--- src/logic/exe_pkg.sv ---
// -------------------------------------
// Execute stage shared definitions
// Widths, size codes, group and op enums,
// opcode union, stage record structs
// -------------------------------------
`default_nettype none

package exe_pkg;

   // -------------------------------------
   // Widths
   localparam int xlen    = 32;                    // Integer data word
   localparam int pc_sz   = 32;                    // Program counter
   localparam int gpr_asz = 5;                     // Register address
   localparam int max_gpr = 32;                    // Number of GPRs

   // Access size codes, same as funct3[1:0] of loads and stores
   localparam logic [1:0] sz_byte = 2'b00;
   localparam logic [1:0] sz_half = 2'b01;
   localparam logic [1:0] sz_word = 2'b10;

   // -------------------------------------
   // Enums
   typedef enum logic [2:0]
   {
      alu_instr,
      br_instr,
      ld_instr,
      st_instr,
      sys_instr,                                   // Passes through, no register write
      ill_instr
   } ig_type_e;

   // Keyword clash with and/or/xor, so every ALU op carries a prefix
   typedef enum logic [3:0]
   {
      alu_add, alu_sub, alu_sll, alu_slt, alu_sltu,
      alu_xor, alu_srl, alu_sra, alu_or, alu_and
   } alu_op_e;

   typedef enum logic [3:0]
   {
      b_cond,                                      // Bxx, funct3 picks the compare
      b_jal,
      b_jalr
   } br_op_e;                                      // Same width as alu_op_e

   typedef enum logic [1:0] {sel_rs1, sel_rs2, sel_imm, sel_pc} alu_sel_e;

   // One opcode word, the group says which view holds
   typedef union packed
   {
      alu_op_e alu_op;                             // alu_instr
      br_op_e  br_op;                              // br_instr
   } op_u;

   // -------------------------------------
   // Stage records
   typedef struct packed
   {
      logic [pc_sz-1:0]   pc;
      logic [xlen-1:0]    imm;
      logic [2:0]         funct3;
      ig_type_e           ig_type;
      op_u                op;
      logic [gpr_asz-1:0] rd_addr;
      logic [gpr_asz-1:0] rs1_addr;
      logic [gpr_asz-1:0] rs2_addr;
      logic               rd_wr;
      logic               rs1_rd;                  // Instruction reads Rs1
      logic               rs2_rd;
      alu_sel_e           sel_x;
      alu_sel_e           sel_y;
      logic [pc_sz-1:0]   predicted_addr;          // Where fetch went next
   } dec_to_exe_t;

   typedef struct packed
   {
      logic               valid;
      logic               rd_wr;
      logic [gpr_asz-1:0] rd_addr;
      logic [xlen-1:0]    rd_data;
   } fwd_gpr_t;

   typedef struct packed
   {
      logic [pc_sz-1:0] br_pc;                     // Resolved next PC
      logic [pc_sz-1:0] no_br_pc;                  // pc + 4, also the link value
      logic             mis;
   } br_result_t;

   typedef struct packed
   {
      logic [xlen-1:0] ls_addr;
      logic [xlen-1:0] st_data;
      logic [1:0]      size;
      logic            zero_ext;                   // LBU, LHU
      logic            mis;
   } ls_result_t;

   typedef struct packed
   {
      logic [pc_sz-1:0]   pc;
      ig_type_e           ig_type;
      logic               rd_wr;
      logic [gpr_asz-1:0] rd_addr;
      logic [xlen-1:0]    rd_data;
      logic               is_ld;
      logic               is_st;
      logic [xlen-1:0]    ls_addr;
      logic [xlen-1:0]    st_data;
      logic [1:0]         size;
      logic               zero_ext;
      logic               mis;                     // Misaligned target or access
      logic               mispre;                  // Branch went elsewhere than predicted
   } exe_to_mem_t;

endpackage

`default_nettype wire

--- src/logic/operand_forward.sv ---
// -------------------------------------
// Source operand selection for Rs1/Rs2
// MEM forward, then WB forward, then GPR
// -------------------------------------
`default_nettype none

module operand_forward
(
   input  var  exe_pkg::dec_to_exe_t                            dec,
   input  wire logic [exe_pkg::max_gpr-1:0][exe_pkg::xlen-1:0] gpr,
   input  var  exe_pkg::fwd_gpr_t                               fwd_mem,
   input  var  exe_pkg::fwd_gpr_t                               fwd_wb,
   output logic [exe_pkg::xlen-1:0]                             rs1_val,
   output logic [exe_pkg::xlen-1:0]                             rs2_val
);

   // Later stage holds a newer value of register addr
   function automatic logic fwd_hit(input exe_pkg::fwd_gpr_t             fwd,
                                    input logic [exe_pkg::gpr_asz-1:0] addr);
      return fwd.valid & fwd.rd_wr & (fwd.rd_addr == addr) & (addr != '0);
   endfunction

   // Newest stage wins, x0 always comes from the register file
   function automatic logic [exe_pkg::xlen-1:0] src_val
   (
      input logic                      rd,
      input logic [exe_pkg::gpr_asz-1:0] addr,
      input logic [exe_pkg::xlen-1:0]  reg_val,
      input exe_pkg::fwd_gpr_t         mem,
      input exe_pkg::fwd_gpr_t         wb
   );
      logic [exe_pkg::xlen-1:0] val;
      if (rd & fwd_hit(mem, addr))
         val = mem.rd_data;                        // MEM is the most recent
      else if (rd & fwd_hit(wb, addr))
         val = wb.rd_data;
      else
         val = reg_val;                            // gpr[addr]
      return val;
   endfunction

   assign rs1_val = src_val(dec.rs1_rd, dec.rs1_addr, gpr[dec.rs1_addr], fwd_mem, fwd_wb);
   assign rs2_val = src_val(dec.rs2_rd, dec.rs2_addr, gpr[dec.rs2_addr], fwd_mem, fwd_wb);

endmodule

`default_nettype wire

--- src/logic/alu_unit.sv ---
// -------------------------------------
// Integer ALU, RV32I register and
// immediate ops with X/Y source select
// -------------------------------------
`default_nettype none

module alu_unit
(
   input  var  exe_pkg::dec_to_exe_t dec,
   input  wire logic [exe_pkg::xlen-1:0] rs1_val,
   input  wire logic [exe_pkg::xlen-1:0] rs2_val,
   output logic [exe_pkg::xlen-1:0] rd_data
);

   logic [exe_pkg::xlen-1:0] x;                    // First operand
   logic [exe_pkg::xlen-1:0] y;                    // Second operand
   logic [4:0]               shamt;

   always_comb
   begin
      // AUIPC uses the pc as X
      case (dec.sel_x)
         exe_pkg::sel_pc: x = dec.pc;
         default:         x = rs1_val;
      endcase

      case (dec.sel_y)
         exe_pkg::sel_imm: y = dec.imm;            // I-type, LUI, AUIPC
         default:          y = rs2_val;
      endcase

      shamt = y[4:0];                              // Only low five bits shift

      case (dec.op.alu_op)
         exe_pkg::alu_add:  rd_data = x + y;
         exe_pkg::alu_sub:  rd_data = x - y;
         exe_pkg::alu_sll:  rd_data = x << shamt;
         exe_pkg::alu_slt:  rd_data = {{(exe_pkg::xlen-1){1'b0}}, $signed(x) < $signed(y)};
         exe_pkg::alu_sltu: rd_data = {{(exe_pkg::xlen-1){1'b0}}, x < y};
         exe_pkg::alu_xor:  rd_data = x ^ y;
         exe_pkg::alu_srl:  rd_data = x >> shamt;
         exe_pkg::alu_sra:  rd_data = $signed(x) >>> shamt;   // Keeps the sign
         exe_pkg::alu_or:   rd_data = x | y;
         exe_pkg::alu_and:  rd_data = x & y;
         default:           rd_data = '0;
      endcase
   end

endmodule

`default_nettype wire

--- src/logic/branch_unit.sv ---
// -------------------------------------
// Branch and jump unit: condition,
// target, link address, misalignment
// -------------------------------------
`default_nettype none

module branch_unit
(
   input  var  exe_pkg::dec_to_exe_t     dec,
   input  wire logic [exe_pkg::xlen-1:0] rs1_val,
   input  wire logic [exe_pkg::xlen-1:0] rs2_val,
   output exe_pkg::br_result_t           br
);

   logic                      taken;               // Bxx condition holds
   logic [exe_pkg::pc_sz-1:0] no_br;
   logic [exe_pkg::pc_sz-1:0] jalr_sum;
   logic [exe_pkg::pc_sz-1:0] target;

   always_comb
   begin
      // Compare picked by funct3
      case (dec.funct3)
         3'b000:  taken = (rs1_val == rs2_val);                   // BEQ
         3'b001:  taken = (rs1_val != rs2_val);                   // BNE
         3'b100:  taken = ($signed(rs1_val) <  $signed(rs2_val)); // BLT
         3'b101:  taken = ($signed(rs1_val) >= $signed(rs2_val)); // BGE
         3'b110:  taken = (rs1_val <  rs2_val);                   // BLTU
         3'b111:  taken = (rs1_val >= rs2_val);                   // BGEU
         default: taken = 1'b0;
      endcase

      no_br    = dec.pc + exe_pkg::pc_sz'(4);
      jalr_sum = rs1_val + dec.imm;

      case (dec.op.br_op)
         exe_pkg::b_cond: target = taken ? dec.pc + dec.imm : no_br;
         exe_pkg::b_jal:  target = dec.pc + dec.imm;
         exe_pkg::b_jalr: target = {jalr_sum[exe_pkg::pc_sz-1:1], 1'b0};  // Bit 0 cleared
         default:         target = no_br;
      endcase

      br.br_pc    = target;
      br.no_br_pc = no_br;                         // Link value for JAL/JALR
      br.mis      = target[1];                     // No C extension, so 4 byte alignment
   end

endmodule

`default_nettype wire

--- src/logic/ls_addr_unit.sv ---
// -------------------------------------
// Load/store address unit: address,
// size, store data, misalignment
// -------------------------------------
`default_nettype none

module ls_addr_unit
(
   input  var  exe_pkg::dec_to_exe_t     dec,
   input  wire logic [exe_pkg::xlen-1:0] rs1_val,
   input  wire logic [exe_pkg::xlen-1:0] rs2_val,
   output exe_pkg::ls_result_t           ls
);

   logic [exe_pkg::xlen-1:0] addr;

   assign addr = rs1_val + dec.imm;                // Base plus offset

   always_comb
   begin
      ls.ls_addr  = addr;
      ls.st_data  = rs2_val;                       // Stores only, unused by loads
      ls.zero_ext = dec.funct3[2];                 // LBU/LHU

      case (dec.funct3[1:0])
         2'b00:   ls.size = exe_pkg::sz_byte;
         2'b01:   ls.size = exe_pkg::sz_half;
         default: ls.size = exe_pkg::sz_word;
      endcase

      // Halfword needs even address, word needs 4 byte alignment
      case (ls.size)
         exe_pkg::sz_half: ls.mis = addr[0];
         exe_pkg::sz_word: ls.mis = (addr[1:0] != 2'b00);
         default:          ls.mis = 1'b0;
      endcase
   end

endmodule

`default_nettype wire

--- src/logic/exe_result_sel.sv ---
// -------------------------------------
// Result select by instruction group,
// MEM record build and PC reload request
// -------------------------------------
`default_nettype none

module exe_result_sel
(
   input  wire logic                     dec_valid,
   input  var  exe_pkg::dec_to_exe_t     dec,
   input  wire logic [exe_pkg::xlen-1:0] alu_rd_data,
   input  var  exe_pkg::br_result_t      br,
   input  var  exe_pkg::ls_result_t      ls,
   output exe_pkg::exe_to_mem_t          exe_dout,
   output logic                          rld_pc_flag,
   output logic [exe_pkg::pc_sz-1:0]     rld_pc_addr
);

   logic rd_we;                                    // Real write, never to x0

   assign rd_we = dec.rd_wr & (dec.rd_addr != '0);

   always_comb
   begin
      exe_dout    = '0;                            // Every field idles at zero
      rld_pc_flag = 1'b0;
      rld_pc_addr = '0;

      if (dec_valid)
      begin
         exe_dout.pc      = dec.pc;
         exe_dout.ig_type = dec.ig_type;

         case (dec.ig_type)
            exe_pkg::alu_instr:
            begin
               exe_dout.rd_wr   = rd_we;
               exe_dout.rd_addr = dec.rd_addr;
               exe_dout.rd_data = alu_rd_data;
            end

            exe_pkg::br_instr:
            begin
               if (br.mis)
                  exe_dout.mis = 1'b1;             // Trap is taken further down
               else if (br.br_pc != dec.predicted_addr)
               begin
                  exe_dout.mispre = 1'b1;
                  rld_pc_flag     = 1'b1;          // Fetch restarts at the real target
                  rld_pc_addr     = br.br_pc;
               end
               else if (dec.op.br_op != exe_pkg::b_cond)
               begin
                  // Predicted jump, write the return address
                  exe_dout.rd_wr   = rd_we;
                  exe_dout.rd_addr = dec.rd_addr;
                  exe_dout.rd_data = br.no_br_pc;
               end
            end

            exe_pkg::ld_instr:
            begin
               // Load data itself arrives in MEM
               exe_dout.rd_wr    = rd_we;
               exe_dout.rd_addr  = dec.rd_addr;
               exe_dout.is_ld    = 1'b1;
               exe_dout.ls_addr  = ls.ls_addr;
               exe_dout.size     = ls.size;
               exe_dout.zero_ext = ls.zero_ext;
               exe_dout.mis      = ls.mis;
            end

            exe_pkg::st_instr:
            begin
               exe_dout.is_st    = 1'b1;           // Stores never write Rd
               exe_dout.ls_addr  = ls.ls_addr;
               exe_dout.st_data  = ls.st_data;
               exe_dout.size     = ls.size;
               exe_dout.zero_ext = ls.zero_ext;
               exe_dout.mis      = ls.mis;
            end

            default: ;                             // sys/ill keep only pc and group
         endcase
      end
   end

endmodule

`default_nettype wire

--- src/logic/exe_pipe_reg.sv ---
// -------------------------------------
// One-entry pipeline register with full
// flag between execute and memory
// -------------------------------------
`default_nettype none

module exe_pipe_reg
(
   input  wire logic             clk_in,
   input  wire logic             reset,            // Also driven by pipeline flush
   input  wire logic             write,
   input  var  exe_pkg::exe_to_mem_t data_in,
   input  wire logic             read,
   output exe_pkg::exe_to_mem_t  data_out,
   output logic                  full
);

   // Full flag, write wins over read so both in one cycle keeps it set
   always_ff @(posedge clk_in)
   begin
      if (reset)
         full <= 1'b0;
      else if (write)
         full <= 1'b1;
      else if (read)
         full <= 1'b0;                             // Drained with nothing new
   end

   // Payload register
   always_ff @(posedge clk_in)
   begin
      if (write)
         data_out <= data_in;
   end

endmodule

`default_nettype wire

--- src/logic/execute.sv ---
// -------------------------------------
// Execute stage top: DEC/MEM handshake,
// operand forwarding, ALU, branch and
// load/store units, result pipe register
// -------------------------------------
`default_nettype none

module execute
(
   input  wire logic                      clk_in,
   input  wire logic                      reset,
   input  wire logic                      cpu_halt,    // Stop taking new instructions
   input  wire logic                      pipe_flush,  // Drop the held MEM record

   // Decode side
   input  wire logic                      dec_valid,
   output logic                           dec_rdy,
   input  var  exe_pkg::dec_to_exe_t      dec_data,

   // Register file and forwards
   input  wire logic [exe_pkg::max_gpr-1:0][exe_pkg::xlen-1:0] gpr,
   input  var  exe_pkg::fwd_gpr_t         fwd_mem,
   input  var  exe_pkg::fwd_gpr_t         fwd_wb,

   // Memory side
   output logic                           mem_valid,
   input  wire logic                      mem_rdy,
   output exe_pkg::exe_to_mem_t           mem_data,

   // Fetch PC reload, combinational
   output logic                           rld_pc_flag,
   output logic [exe_pkg::pc_sz-1:0]      rld_pc_addr
);

   logic                     xfer_in;              // Decode hands over an instruction
   logic                     xfer_out;             // MEM takes the held record
   logic                     pipe_full;

   logic [exe_pkg::xlen-1:0] rs1_val;
   logic [exe_pkg::xlen-1:0] rs2_val;
   logic [exe_pkg::xlen-1:0] alu_rd_data;
   exe_pkg::br_result_t      br;
   exe_pkg::ls_result_t      ls;
   exe_pkg::exe_to_mem_t     exe_dout;

   // -------------------------------------
   // Handshake
   // Accept when empty or when the held record leaves this cycle
   assign dec_rdy   = !reset & !cpu_halt & (!pipe_full | xfer_out);
   assign xfer_in   = dec_valid & dec_rdy;
   assign xfer_out  = mem_valid & mem_rdy;
   assign mem_valid = pipe_full;

   // -------------------------------------
   // Functional units
   operand_forward u_operand_forward
   (
      .dec(dec_data), .gpr(gpr), .fwd_mem(fwd_mem), .fwd_wb(fwd_wb),
      .rs1_val(rs1_val), .rs2_val(rs2_val)
   );

   alu_unit u_alu_unit
   (
      .dec(dec_data), .rs1_val(rs1_val), .rs2_val(rs2_val), .rd_data(alu_rd_data)
   );

   branch_unit u_branch_unit
   (
      .dec(dec_data), .rs1_val(rs1_val), .rs2_val(rs2_val), .br(br)
   );

   ls_addr_unit u_ls_addr_unit
   (
      .dec(dec_data), .rs1_val(rs1_val), .rs2_val(rs2_val), .ls(ls)
   );

   exe_result_sel u_exe_result_sel
   (
      .dec_valid(dec_valid), .dec(dec_data), .alu_rd_data(alu_rd_data),
      .br(br), .ls(ls), .exe_dout(exe_dout),
      .rld_pc_flag(rld_pc_flag), .rld_pc_addr(rld_pc_addr)
   );

   // -------------------------------------
   // EXE to MEM register, flush empties it
   exe_pipe_reg u_exe_pipe_reg
   (
      .clk_in(clk_in), .reset(reset | pipe_flush),
      .write(xfer_in), .data_in(exe_dout),
      .read(xfer_out), .data_out(mem_data), .full(pipe_full)
   );

endmodule

`default_nettype wire

--- config.mk ---
export PLATFORM = sky130hd
export DESIGN_NAME = execute
export DESIGN_NICKNAME = d
export VERILOG_FILES = /design/src/logic/exe_pkg.sv /design/src/logic/operand_forward.sv /design/src/logic/alu_unit.sv /design/src/logic/branch_unit.sv /design/src/logic/ls_addr_unit.sv /design/src/logic/exe_result_sel.sv /design/src/logic/exe_pipe_reg.sv /design/src/logic/execute.sv
export SDC_FILE = /design/constraint.sdc
export NUM_CORES = 2
export LEC_CHECK = 0
export BUFFER_PORTS_ARGS = -buffer_cell sky130_fd_sc_hd__clkbuf_2
export CORE_AREA = 2 2 549 551
export CTS_BUF_LIST = sky130_fd_sc_hd__clkbuf_8
export DETAILED_ROUTE_END_ITERATION = 12
export DIE_AREA = 0 0 551 553
export PLACE_DENSITY = 0.35
export SYNTH_ARGS = -nofsm -noshare
export SYNTH_HDL_FRONTEND = slang
export SYNTH_HIERARCHICAL = 1
export SYNTH_SLANG_ARGS = --single-unit
--- constraint.sdc ---
create_clock -name clk_in -period 11.6 [get_ports clk_in]
set_clock_uncertainty 0.15 [all_clocks]
set_input_delay 1.16 -clock clk_in [delete_from_list [all_inputs] [get_ports clk_in]]
set_output_delay 1.16 -clock clk_in [all_outputs]
set_load 0.005 [all_outputs]
==> results.yml <==
setup_path:
  cp_max_fo: 34
  rr_startpoint: "u_exe_pipe_reg/full$_SDFFE_PP0P_"
  end_kind: "primary output"
  rr_worst_depth: 3
  cpMostUsedCell: "buf_4"
  critPathArrivalTime_ps: 9400
  worstPathRequired_ps: 10290
  crit_buf_inv: 6
  rr_endpoint: "u_exe_pipe_reg/data_out[83]$_DFFE_PP_"
  critPathSlowestCell: "nor4_2"
  cp_top_family: "simple AND/OR/NAND/NOR gates"
  crit_type: "in2out"
  cpPeakStageDelay_ps: 890
  cp-start-kind: "input pin"
  reg2reg_slack_ps: 8950
placement:
  pre_cts_slack_ps: 1050
  dp.cells: 9190
  gp_congestion: 1.02
  detailed_place_hpwl_mm: 349
  portBuffers: 1414
detailed_routing:
  drc: 0
  num_vias: 46649
  drtPass1Iterations: 8
  routed_wl_mm: 395
  drtIter0Drc: 5758
  ant_nets: 0
  wire_per_inst_um: 42.0
  vias_per_cell: 4.96
clocking:
  cts_buffers: 17
  postCtsResizedCells: 0
  cts_setup_buffers: 0
  clk_pin_slew_worst_paths_ps: 100
  worstSkewPairLatency_ps: 610
  htree_num_levels: 4
  cts_tree: "done"
  clock-sinks: 145
  root_buffer: "clkbuf_8"
  postCtsHoldBufs: 0
  cts_max_path_buffers: 2
timing:
  tightest_slew_ps: 1200
  rsz0062_at_grt: "false"
  min_period_ps: 10710
  finalHoldViolCount: 0
  fin_setup_tns_ps: 0
  max_slew_margin_pct: 17.8
  hold_slack_ps: 432
  fin_crit_sh_pct: 92.3
  timing.final.max_slew_violations: 0
  setup_viol: 0
  setup_ws_ps: 889
  fmax_mhz: 93.4
global_route:
  grt_pass1_vias: 45285
  antenna_found_initial: 309
  grt_pass1_wl_mm: 495
  grt_overflow: 0
  gr-usage-all-layers_pct: 25.0
  grt_max_degree: 71
floorplanning:
  die_w_um: 551
  ioPinCount: 1415
  initial_core_util_pct: 13.6
  row_count: 201
  dieArea_sq_um: 305000
  coreArea_sq_um: 299000
  fp.dieH_um: 553
final_layout:
  fill_cells: 33704
  drive_gt1_share_pct: 46.6
  fin_nets: 6713
  instances_no_fill: 9404
  synthToLayoutAreaGrowth_pct: 31.8
power:
  total_power_mw: 5.19
  p_switching_mw: 2.94
  vdd_drop_max_uv: 81.4
  clkPwrFrac_pct: 9.3
  p_seq_share_pct: 11.3
  powerDensity_nw_per_um2: 97.1
  p_sw_share_pct: 56.6
  p_leak_nw: 21.7
  power_frac_comb_pct: 79.4
  p_int_mw: 2.26
logic_synthesis:
  synth-async-reset-ratio_pct: 0
  syn_nets: 5490
  synth_flop_cell: "edfxtp_1"
  avgSynthCellArea_sq_um: 10.1
  synth_warnings: 6
  ys_ff_latch: 145
  yosysUniqueCellTypes: 118
  synth-edff-count: 144
  synth_area_sq_um: 40600
  synthCells: 4028
  seq_area_frac_synth_pct: 10.7
worst_hold_path:
  min_to: "u_exe_pipe_reg/full$_SDFFE_PP0P_"
  hp-start: "u_exe_pipe_reg/full$_SDFFE_PP0P_"
  hold_class: "reg2reg"
  hold_depth: 2
job:
  maxCapViolations: 0
status:
  status: "complete, no violations"
[layout by cell type, fill, tap and decap left out, drive strengths merged, types with 125 or more instances in the layout]
master / n
nor3: 125
o21ai: 177
ha: 221
clkbuf: 1421
diode: 182
inv: 217
a21oi: 241
nand2: 207
mux2i: 240
mux4: 616
xnor2: 132
nor2: 239
edfxtp: 144
buf: 170
[Yosys cell counts, drive strengths merged (79+ instances only)]
library cell,instances,area [sq um]
a21oi,241,1240
and2,114,717
buf,231,1430
clkbuf,139,526
edfxtp,144,4320
ha,221,2770
inv,211,797
mux2i,240,2510
mux4,616,13900
nand2,207,782
nand3,79,395
nor2,239,912
nor3,125,626
o21ai,177,893
xnor2,132,1160
[tightest hold or removal path, cell delays in order (launching register included)]
cell and delay [ps]:
dfxtp_1 380, nand2b_1 120, a21oi_2 50
[through the flow]
| step | utilization [%] | cell area, sq um |
|---|---|---|
| after floorplan | - | 40600 |
| after global placement | 17.6 | 52600 |
| after detailed placement | 17.6 | 52600 |
| after CTS | 17.7 | 53000 |
| after global routing | 17.9 | 53300 |
| final | 17.9 | 53500 |
[worst max-delay path by stage]
stage	depth (start not counted)	startpoint	to	slack, ps
floorplan	4	dec_valid	u_exe_pipe_reg/full$_SDFFE_PP0P_	860
global placement	26	dec_data[43]	rld_pc_addr[9]	560
detailed placement	26	dec_data[43]	rld_pc_addr[1]	1050
CTS	26	dec_data[43]	rld_pc_addr[1]	1020
global route	25	dec_data[43]	rld_pc_addr[8]	550
finish	26	dec_data[43]	rld_pc_addr[28]	890
[flip-flops by register name, summed over array words and instances, names as in the netlist]
| name | count |
|---|---|
| u_exe_pipe_reg/full | 1 |
| u_exe_pipe_reg/data_out | 144 |
[layout make-up]
class / count / area (sq um) / share of cell area, %
flip-flops and latches: 145 / 4340 / 8.13
well taps: 3958 / 4950 / 9.26
inverters: 211 / 800 / 1.50
repair buffers: 1574 / 8550 / 16.0
diodes: 182 / 455 / 0.852
multi-input cells: 3302 / 34000 / 63.5
clock inverters: 15 / 173 / 0.323
clock buffers: 17 / 234 / 0.438
[cell families (layout without fill, tap and decap cells)]
logic type               count (synthesis)  in the layout  synth area share (%)
buffers and inverters                  581           1817                  6.78
adder cells (fa/ha/maj)                226            226                  7.06
AND/OR/NAND/NOR                       1011           1011                  12.8
multiplexers                           924            924                  42.3
XOR/XNOR                               185            185                  3.99
flip-flops                             145            145                  10.7
other                                    0            182                     0
AO/OA/AOI/OAI                          956            956                  16.4
[power by group through the flow]
stage | clock network, mW | registers (mW) | logic, mW
CTS | 0.509 | 0.589 | 4.06
global placement | 0 | 0.601 | 4.06
detailed placement | 0 | 0.601 | 4.04
finish | 0.483 | 0.589 | 4.12
floorplan | 0 | 0.605 | 2.26
global route | 0.519 | 0.589 | 4.31
[per-layer routing]
| layer | vias up | GRT usage (%) | wire, um |
|---|---|---|---|
| met5 | - | 0 | 684 |
| met1 | 24228 | 29.4 | 150000 |
| met2 | 2881 | 40.8 | 186000 |
| li1 | 18788 | - | - |
| met4 | 108 | 13.9 | 23800 |
| met3 | 644 | 6.77 | 34000 |
Power figures use the tool's default switching activity.
